===== config.mk =====
export PLATFORM = sky130hd
export DESIGN_NAME = rv_exec_top
export DESIGN_NICKNAME = d
export VERILOG_FILES = /design/src/verilog/rv_pkg.sv /design/src/verilog/rv_exec_top.sv /design/src/verilog/rv_mul.sv /design/src/verilog/rv_alu.sv /design/src/verilog/rv_regfile.sv /design/src/verilog/rv_control.sv
export SDC_FILE = /design/constraint.sdc
export NUM_CORES = 2
export LEC_CHECK = 0
export BUFFER_PORTS_ARGS = -buffer_cell sky130_fd_sc_hd__clkbuf_2
export CAP_MARGIN = 20
export CORE_UTILIZATION = 65
export DETAILED_ROUTE_END_ITERATION = 8
export PLACE_DENSITY_LB_ADDON = 0.12
export SLEW_MARGIN = 40
export SYNTH_ARGS = -nofsm -noshare
export SYNTH_HDL_FRONTEND = slang
export SYNTH_HIERARCHICAL = 1
export SYNTH_SLANG_ARGS = --single-unit

===== constraint.sdc =====
create_clock -name clk -period 24.2 [get_ports clk]
set_input_delay 4.84 -clock clk [delete_from_list [all_inputs] [get_ports clk]]
set_output_delay 4.84 -clock clk [all_outputs]
set_load 0.02 [all_outputs]

===== src/verilog/rv_pkg.sv =====
`default_nettype none

package rv_pkg;

  localparam int xlen = 32;

  // major opcodes, instr[6:0]
  typedef enum logic [6:0] {
    op_load   = 7'b0000011,
    op_op     = 7'b0110011,
    op_op_imm = 7'b0010011,
    op_store  = 7'b0100011,
    op_branch = 7'b1100011,
    op_jal    = 7'b1101111,
    op_jalr   = 7'b1100111,
    op_lui    = 7'b0110111,
    op_auipc  = 7'b0010111,
    op_system = 7'b1110011
  } opcode_e;

  // same codes as the old alusel field
  typedef enum logic [2:0] {
    alu_add = 3'b000,
    alu_sub = 3'b001,
    alu_and = 3'b010,
    alu_or  = 3'b011,
    alu_xor = 3'b100,
    alu_sll = 3'b101,
    alu_srl = 3'b110,
    alu_sra = 3'b111
  } alu_op_e;

  typedef enum logic [1:0] {
    cmp_none = 2'b00,
    cmp_slt  = 2'b01,
    cmp_sltu = 2'b10
  } cmp_op_e;

  typedef enum logic [2:0] {
    mul_none = 3'b000,
    mul_lo   = 3'b001,
    mul_h    = 3'b010,
    mul_hsu  = 3'b011,
    mul_hu   = 3'b100
  } mul_op_e;

  typedef struct packed {
    alu_op_e         alu_op;
    cmp_op_e         cmp_op;
    mul_op_e         mul_op;
    logic            alusrc;   // operand b is the immediate
    logic            lui;
    logic            regwrite;
    logic [4:0]      rd;
    logic [4:0]      rs1;
    logic [4:0]      rs2;
    logic [xlen-1:0] imm;
  } ctrl_s;

  typedef struct packed {
    logic            valid;
    logic [4:0]      rd;
    logic [xlen-1:0] data;
  } wb_s;

endpackage

`default_nettype wire

===== src/verilog/rv_exec_top.sv =====
`timescale 1ns/1ps
`default_nettype none

module rv_exec_top import rv_pkg::*;
#(
  parameter int mul_step_bits = 4
)
(
  input  logic            clk,
  input  logic            rst_n,
  input  logic            instr_valid,
  input  logic [xlen-1:0] instr,
  input  logic            flush,
  output logic            busy,
  output logic            illegal,
  output wb_s             wb
);

  ctrl_s           ctrl;
  logic            mul_ready;
  logic [xlen-1:0] rdata1;
  logic [xlen-1:0] rdata2;
  logic [xlen-1:0] alu_result;
  logic [xlen-1:0] mul_result;
  logic [xlen-1:0] wdata;
  logic            we;

  rv_control rv_control_i (
    .instr     (instr),
    .ins_zero  (!instr_valid),
    .flush     (flush),
    .mul_ready (mul_ready),
    .ctrl      (ctrl),
    .busy      (busy),
    .illegal   (illegal)
  );

  rv_regfile rv_regfile_i (
    .clk    (clk),
    .rst_n  (rst_n),
    .rs1    (ctrl.rs1),
    .rs2    (ctrl.rs2),
    .we     (we),
    .rd     (ctrl.rd),
    .wdata  (wdata),
    .rdata1 (rdata1),
    .rdata2 (rdata2)
  );

  rv_alu rv_alu_i (
    .ctrl   (ctrl),
    .a      (rdata1),
    .b      (rdata2),
    .result (alu_result)
  );

  rv_mul #(
    .mul_step_bits (mul_step_bits)
  ) rv_mul_i (
    .clk       (clk),
    .rst_n     (rst_n),
    .mul_op    (ctrl.mul_op),
    .a         (rdata1),
    .b         (rdata2),
    .result    (mul_result),
    .mul_ready (mul_ready)
  );

  //////////////////////////////////////////////////////////////////////
  // writeback
  //////////////////////////////////////////////////////////////////////

  assign we    = ctrl.regwrite;
  assign wdata = (ctrl.mul_op != mul_none) ? mul_result : alu_result;

  always_ff @(posedge clk)
  begin
    if (!rst_n)
      wb.valid <= 1'b0;
    else
      wb.valid <= we && (ctrl.rd != 5'd0);   // x0 writes are not reported
  end

  always_ff @(posedge clk)
  begin
    if (we)
    begin
      wb.rd   <= ctrl.rd;
      wb.data <= wdata;
    end
  end

endmodule

`default_nettype wire


===== src/verilog/rv_mul.sv =====
`timescale 1ns/1ps
`default_nettype none

module rv_mul import rv_pkg::*;
#(
  parameter int mul_step_bits = 4
)
(
  input  logic            clk,
  input  logic            rst_n,
  input  mul_op_e         mul_op,
  input  logic [xlen-1:0] a,
  input  logic [xlen-1:0] b,
  output logic [xlen-1:0] result,
  output logic            mul_ready
);

  localparam int steps = xlen / mul_step_bits;
  localparam int cnt_w = $clog2(steps + 1);

  typedef enum logic [1:0] {st_idle, st_run, st_done, st_rest} state_e;

  state_e              state;
  logic [cnt_w-1:0]    count;      // steps still to go
  logic [2*xlen-1:0]   acc;
  logic [2*xlen-1:0]   mcand;
  logic [xlen-1:0]     mplier;
  logic                neg_q;
  logic                hi_q;

  logic                sign_a;
  logic                sign_b;
  logic [xlen-1:0]     mag_a;
  logic [xlen-1:0]     mag_b;
  logic [2*xlen-1:0]   step_mcand;
  logic [mul_step_bits-1:0] step_digit;
  logic [2*xlen-1:0]   partial;
  logic [2*xlen-1:0]   prod;

  // operand signedness per form
  assign sign_a = ((mul_op == mul_h) || (mul_op == mul_hsu)) && a[xlen-1];
  assign sign_b = (mul_op == mul_h) && b[xlen-1];
  assign mag_a  = sign_a ? -a : a;
  assign mag_b  = sign_b ? -b : b;

  //////////////////////////////////////////////////////////////////////
  // one shift-add step, the first one taken at the start edge
  //////////////////////////////////////////////////////////////////////

  always_comb
  begin
    step_mcand = (state == st_idle) ? {{xlen{1'b0}}, mag_a} : mcand;
    step_digit = (state == st_idle) ? mag_b[mul_step_bits-1:0]
                                    : mplier[mul_step_bits-1:0];
    partial = '0;
    for (int i = 0; i < mul_step_bits; i++)
      if (step_digit[i])
        partial = partial + (step_mcand << i);
  end

  always_ff @(posedge clk)
  begin
    if (!rst_n)
    begin
      state <= st_idle;
      count <= '0;
    end
    else
    begin
      unique case (state)
        st_idle:
          if (mul_op != mul_none)
          begin
            state <= st_run;
            count <= cnt_w'(steps - 1);
          end
        st_run:
          if (mul_op == mul_none)
            state <= st_idle;         // flushed mid-run
          else if (count == cnt_w'(1))
            state <= st_done;
          else
            count <= count - 1'b1;
        st_done: state <= st_rest;    // ready for this cycle only
        st_rest: state <= st_idle;    // skip the held instruction
      endcase
    end
  end

  // datapath
  always_ff @(posedge clk)
  begin
    if ((state == st_idle) && (mul_op != mul_none))
    begin
      acc    <= partial;
      mcand  <= step_mcand << mul_step_bits;
      mplier <= mag_b >> mul_step_bits;
      neg_q  <= sign_a ^ sign_b;
      hi_q   <= (mul_op != mul_lo);
    end
    else if (state == st_run)
    begin
      acc    <= acc + partial;
      mcand  <= mcand << mul_step_bits;
      mplier <= mplier >> mul_step_bits;
    end
  end

  assign prod      = neg_q ? -acc : acc;
  assign result    = hi_q ? prod[2*xlen-1:xlen] : prod[xlen-1:0];
  assign mul_ready = (state == st_done);

endmodule

`default_nettype wire


===== src/verilog/rv_alu.sv =====
`timescale 1ns/1ps
`default_nettype none

module rv_alu import rv_pkg::*;
(
  input  ctrl_s           ctrl,
  input  logic [xlen-1:0] a,
  input  logic [xlen-1:0] b,
  output logic [xlen-1:0] result
);

  logic [xlen-1:0] op_b;
  logic [4:0]      shamt;
  logic            lt_s;
  logic            lt_u;

  // immediate or register operand
  assign op_b  = ctrl.alusrc ? ctrl.imm : b;
  assign shamt = op_b[4:0];

  assign lt_s = $signed(a) < $signed(op_b);
  assign lt_u = a < op_b;

  always_comb
  begin
    result = '0;
    if (ctrl.lui)
    begin
      result = ctrl.imm;            // upper immediate as is
    end
    else if (ctrl.cmp_op == cmp_slt)
    begin
      result = {{(xlen-1){1'b0}}, lt_s};
    end
    else if (ctrl.cmp_op == cmp_sltu)
    begin
      result = {{(xlen-1){1'b0}}, lt_u};
    end
    else
    begin
      unique case (ctrl.alu_op)
        alu_add: result = a + op_b;
        alu_sub: result = a - op_b;
        alu_and: result = a & op_b;
        alu_or:  result = a | op_b;
        alu_xor: result = a ^ op_b;
        alu_sll: result = a << shamt;
        alu_srl: result = a >> shamt;
        alu_sra: result = $signed(a) >>> shamt;  // sign fill
      endcase
    end
  end

endmodule

`default_nettype wire


===== src/verilog/rv_regfile.sv =====
`timescale 1ns/1ps
`default_nettype none

module rv_regfile import rv_pkg::*;
(
  input  logic            clk,
  input  logic            rst_n,
  input  logic [4:0]      rs1,
  input  logic [4:0]      rs2,
  input  logic            we,
  input  logic [4:0]      rd,
  input  logic [xlen-1:0] wdata,
  output logic [xlen-1:0] rdata1,
  output logic [xlen-1:0] rdata2
);

  logic [xlen-1:0] regs [32];

  always_ff @(posedge clk)
  begin
    if (!rst_n)
    begin
      for (int i = 0; i < 32; i++)
        regs[i] <= '0;
    end
    else if (we && (rd != 5'd0))   // x0 is hardwired
    begin
      regs[rd] <= wdata;
    end
  end

  // combinational read ports
  assign rdata1 = (rs1 == 5'd0) ? '0 : regs[rs1];
  assign rdata2 = (rs2 == 5'd0) ? '0 : regs[rs2];

endmodule

`default_nettype wire


===== src/verilog/rv_control.sv =====
`timescale 1ns/1ps
`default_nettype none

module rv_control import rv_pkg::*;
(
  input  logic [xlen-1:0] instr,
  input  logic            ins_zero,
  input  logic            flush,
  input  logic            mul_ready,
  output ctrl_s           ctrl,
  output logic            busy,
  output logic            illegal
);

  opcode_e         opcode;
  logic [2:0]      funct3;
  logic [6:0]      funct7;
  logic [xlen-1:0] imm_i;
  logic [xlen-1:0] imm_u;

  ctrl_s dec;          // raw decode, before stall gating
  logic  illegal_raw;
  logic  mul_inst;
  logic  stall;

  assign opcode = opcode_e'(instr[6:0]);
  assign funct3 = instr[14:12];
  assign funct7 = instr[31:25];

  assign imm_i = {{(xlen-12){instr[31]}}, instr[31:20]};
  assign imm_u = {instr[31:12], 12'b0};

  //////////////////////////////////////////////////////////////////////
  // instruction decode
  //////////////////////////////////////////////////////////////////////

  always_comb
  begin
    dec.alu_op   = alu_add;
    dec.cmp_op   = cmp_none;
    dec.mul_op   = mul_none;
    dec.alusrc   = 1'b0;
    dec.lui      = 1'b0;
    dec.regwrite = 1'b0;
    dec.rd       = instr[11:7];
    dec.rs1      = instr[19:15];
    dec.rs2      = instr[24:20];
    dec.imm      = imm_i;
    illegal_raw  = 1'b0;

    unique case (opcode)
      op_op:                                // register-register
      begin
        dec.regwrite = 1'b1;
        unique case ({funct7, funct3})
          {7'h00, 3'b000}: dec.alu_op = alu_add;
          {7'h20, 3'b000}: dec.alu_op = alu_sub;
          {7'h00, 3'b001}: dec.alu_op = alu_sll;
          {7'h00, 3'b010}: dec.cmp_op = cmp_slt;
          {7'h00, 3'b011}: dec.cmp_op = cmp_sltu;
          {7'h00, 3'b100}: dec.alu_op = alu_xor;
          {7'h00, 3'b101}: dec.alu_op = alu_srl;
          {7'h20, 3'b101}: dec.alu_op = alu_sra;
          {7'h00, 3'b110}: dec.alu_op = alu_or;
          {7'h00, 3'b111}: dec.alu_op = alu_and;
          {7'h01, 3'b000}: dec.mul_op = mul_lo;
          {7'h01, 3'b001}: dec.mul_op = mul_h;
          {7'h01, 3'b010}: dec.mul_op = mul_hsu;
          {7'h01, 3'b011}: dec.mul_op = mul_hu;
          default:         illegal_raw = 1'b1;  // div/rem and bad funct7
        endcase
      end
      op_op_imm:                            // register-immediate
      begin
        dec.regwrite = 1'b1;
        dec.alusrc   = 1'b1;
        unique case (funct3)
          3'b000: dec.alu_op = alu_add;     // addi
          3'b001:                           // slli
            if (funct7 == 7'h00)
              dec.alu_op = alu_sll;
            else
              illegal_raw = 1'b1;
          3'b010: dec.cmp_op = cmp_slt;     // slti
          3'b011: dec.cmp_op = cmp_sltu;    // sltiu
          3'b100: dec.alu_op = alu_xor;     // xori
          3'b101:
            unique case (funct7)
              7'h00:   dec.alu_op  = alu_srl;   // srli
              7'h20:   dec.alu_op  = alu_sra;   // srai
              default: illegal_raw = 1'b1;
            endcase
          3'b110: dec.alu_op = alu_or;      // ori
          3'b111: dec.alu_op = alu_and;     // andi
        endcase
      end
      op_lui:
      begin
        dec.lui      = 1'b1;
        dec.alusrc   = 1'b1;
        dec.imm      = imm_u;
        dec.regwrite = 1'b1;
      end
      // need memory, pc or csr file, none of which live here
      op_load, op_store, op_branch, op_jal, op_jalr, op_auipc, op_system:
        illegal_raw = 1'b1;
      default:
        illegal_raw = 1'b1;
    endcase

    if (illegal_raw)
    begin
      dec.regwrite = 1'b0;
      dec.mul_op   = mul_none;
    end
  end

  //////////////////////////////////////////////////////////////////////
  // stall and gating
  //////////////////////////////////////////////////////////////////////

  // only a live, unflushed multiply holds the source
  assign mul_inst = (dec.mul_op != mul_none) && !ins_zero && !flush;
  assign busy     = mul_inst && !mul_ready;
  assign stall    = ins_zero || flush || busy;

  assign illegal = illegal_raw && !ins_zero && !flush;

  always_comb
  begin
    ctrl          = dec;
    ctrl.regwrite = dec.regwrite && !stall;
    if (!mul_inst)
      ctrl.mul_op = mul_none;   // keeps the multiplier idle on empty slots
  end

endmodule

`default_nettype wire


==> impl_metrics.csv <==
group,metric,value,unit
global_route,grt_antenna_before_repair,29,
floorplanning,die_x,377.4,µm
global_route,grt_start_max_net_pins,97,
floorplanning,num_rows,137,
floorplanning,coreArea,139700,µm²
sta,fin_skew,0.06759,ns
drt,post_drt_wl_per_cell,33.30,µm
power,leakage,38.02,nW
setup_path,path_max_fanout,50,
sta,hold_viol_final,0,
cells_and_area,nets,8816,
sta,relSlewSlack,31.39,%
sta,drv_slew,0,
drt,via_per_inst,7.434,
clock_network,cts_max_level,4,
synthesis,yosys_warnings,6,
synthesis,yosys-top-cells-area,"edfxtp_1 (40%), mux4_2 (12%), and2_1 (7.6%)",
clock_network,post-cts-setup-buffers,0,
power,max-vdd-ir-drop,0.08139,mV
drt,drcViolationCount,0,
flow_run,maxCapViolCount,0,
synthesis,syn_area_per_cell,10.63,µm²
setup_path,end_kind,"flip-flop",
synthesis,ys_ff_latch,1222,
sta,finalCritPeriodShare,88.06,%
cells_and_area,stdcell_count,10415,
synthesis,synth_area,91590,µm²
floorplanning,num_io_pins,76,
sta,clock.fmax,0.04693,GHz
setup_path,arrival,21.89,ns
global_route,grt_pass1_vias,73304,
setup_path,slowest_delay,0.72,ns
drt,dr.pass1.iters,8,
setup_path,worstSetupStartpointType,"input pin",
floorplanning,dieHeight,377.4,µm
cells_and_area,syn_to_final_growth,8.205,%
synthesis,netlist_top_cells_count,"edfxtp_1 (1,215), and2_1 (1,107), a21oi_1 (556), nand2_1 (531), clkbuf_1 (489)",
synthesis,synthFlopType,"edfxtp_1",
power,p_per_area,72.69,nW/µm²
drt,vias,77426,
drt,drtIter0Drc,13608,
clock_network,path_clk_slew,0.06,ns
drt,drtAntennaViolNets,0,
clock_network,cts.path.max_buffers,3,
placement,io_buffers,75,
cells_and_area,drive_gt1_share,15.81,%
clock_network,cts_tree,"yes",
clock_network,ctsHoldBuffers,0,
global_route,overflow,0,
synthesis,synth_cell_types,118,
sta,worstMarginPinSlew,1.029,ns
cells_and_area,n_fill_cell,9856,
synthesis,synthCells,8614,
clock_network,clk_latency,0.83,ns
setup_path,cp_slowest_cell,"mux4_2",
clock_network,cts_resized,0,
synthesis,ys_seq_area_share,39.99,%
hold_path,min_path_type,"flip-flop to flip-flop",
status,status,"finished, final reports clean",
synthesis,yosys.area.top_type,"edfxtp_1",
placement,placed_cells,10167,
synthesis,synth-edff-count,1215,
setup_path,critical_path_class,"input pin to flip-flop",
clock_network,numClockSinks,1222,
placement,dp_hpwl,235000,µm
floorplanning,initial_core_util,65.56,%
sta,setup_viol,0,
setup_path,critPathMostFrequentCell,"o21ai_0",
sta,tns,0,ns
global_route,grt_pass1_wl,494400,µm
global_route,grt.total_usage,47.96,%
sta,fin_crit,21.31,ns
synthesis,synth_top_cell_area_share,39.84,%
clock_network,cts_root_buf,"clkbuf_16",
placement,routabilityCongestion,1.080,
clock_network,cts_buffers,132,
sta,rsz0062_at_grt,"false",
setup_path,critPathRequiredTime,24.78,ns
synthesis,synth_most_common_cell,"edfxtp_1",
floorplanning,dieArea,142400,µm²
drt,routed_wl,346800,µm
synthesis,async_reset_ff_share,0,%
## registers in the layout, indices dropped and copies added, names as in the netlist, named ones only
name	flops
rv_mul_i/hi_q	1
rv_mul_i/mcand	60
rv_regfile_i/regs	1024
rv_mul_i/mplier	28
rv_mul_i/acc	64
rv_mul_i/state	1
rv_mul_i/count	4
wb	38
rv_mul_i/neg_q	1
## power breakdown
part	internal, mW	total, mW	switching [mW]	leakage (nW)
logic	0.867	2.65	1.78	23.6
clock network	1.17	2.10	0.926	2.13
registers	2.42	2.46	0.0374	12.3
## layer usage
metal | up-vias | routed length, µm | global-route usage, %
met3 | 1652 | 52570 | 16.12
li1 | 31880 | - | -
met4 | 20 | 29170 | 34.52
met5 | - | 127 | 0
met2 | 6828 | 147300 | 69.67
met1 | 37046 | 117600 | 60.01
## final cells by class
class	count	area [µm²]	area share (%)
clock buffer	160	3430	3.461
tap	1876	2347	2.369
antenna	9	22.52	0.02273
sequential	1222	36630	36.96
multi-input combinational	6505	52210	52.69
timing repair buffer	332	2571	2.595
clock inverter	76	1006	1.015
inverter	235	887.1	0.8952
## stage by stage
stage	power, mW	area (µm²)	utilization [%]	setup slack (ns)	hold WS (ns)
after global routing	7.382	99080	70.92	1.699	0.5454
final	7.203	99100	70.94	2.890	0.5273
after floorplan	4.189	91700	-	4.671	0.4594
after global placement	4.948	94200	67.43	2.451	0.4700
after CTS	7.054	98920	70.81	3.211	0.5315
after detailed placement	4.987	94480	67.63	2.440	0.5138
## cells in the final DEF, fill, tap and decap left out, drive strengths merged, types with 102 or more instances in the layout
cell and instances:
a21o 154, a21oi 558, and2 1108, buf 264
clkbuf 228, edfxtp 1215, ha 346, inv 231
mux2 102, mux2i 292, mux4 476, nand2 531
nor2 486, nor3 156, o21ai 459, o22ai 112
xnor2 265, xor2 148
## critical path: cells and delay by family
kind            cells  cell delay [ns]
fa+ha+maj           4             1.55
buf+inv             3             1.43
mux                 3             1.55
compound gates     28             7.64
simple gates       19             3.88
xor+xnor            6             0.80
## cell families after synthesis
kind of cell             synth area share, %
buffers and inverters                  4.279
other                               0.004095
XOR/XNOR                               3.950
AND/OR/NAND/NOR                        16.28
multiplexers                           16.16
adder cells (fa/ha/maj)                5.067
flip-flops                             39.99
AO/OA/AOI/OAI                          14.27
## final timing paths
| check | from | to | depth (start not counted) | slack [ns] |
|---|---|---|---|---|
| min reg2reg | rv_mul_i/count[0]$_SDFFE_PN0P_ | rv_mul_i/count[0]$_SDFFE_PN0P_ | 1 | 0.53 |
| max | instr[15] | rv_mul_i/acc[63]$_DFFE_PP_ | 63 | 2.89 |
| min | rv_mul_i/count[0]$_SDFFE_PN0P_ | rv_mul_i/count[0]$_SDFFE_PN0P_ | 1 | 0.53 |
| max reg2reg | rv_regfile_i/regs[30][8]$_SDFFCE_PN0P_ | rv_mul_i/acc[63]$_DFFE_PP_ | 62 | 7.41 |
Note: power is estimated with default switching activity, not from simulation.
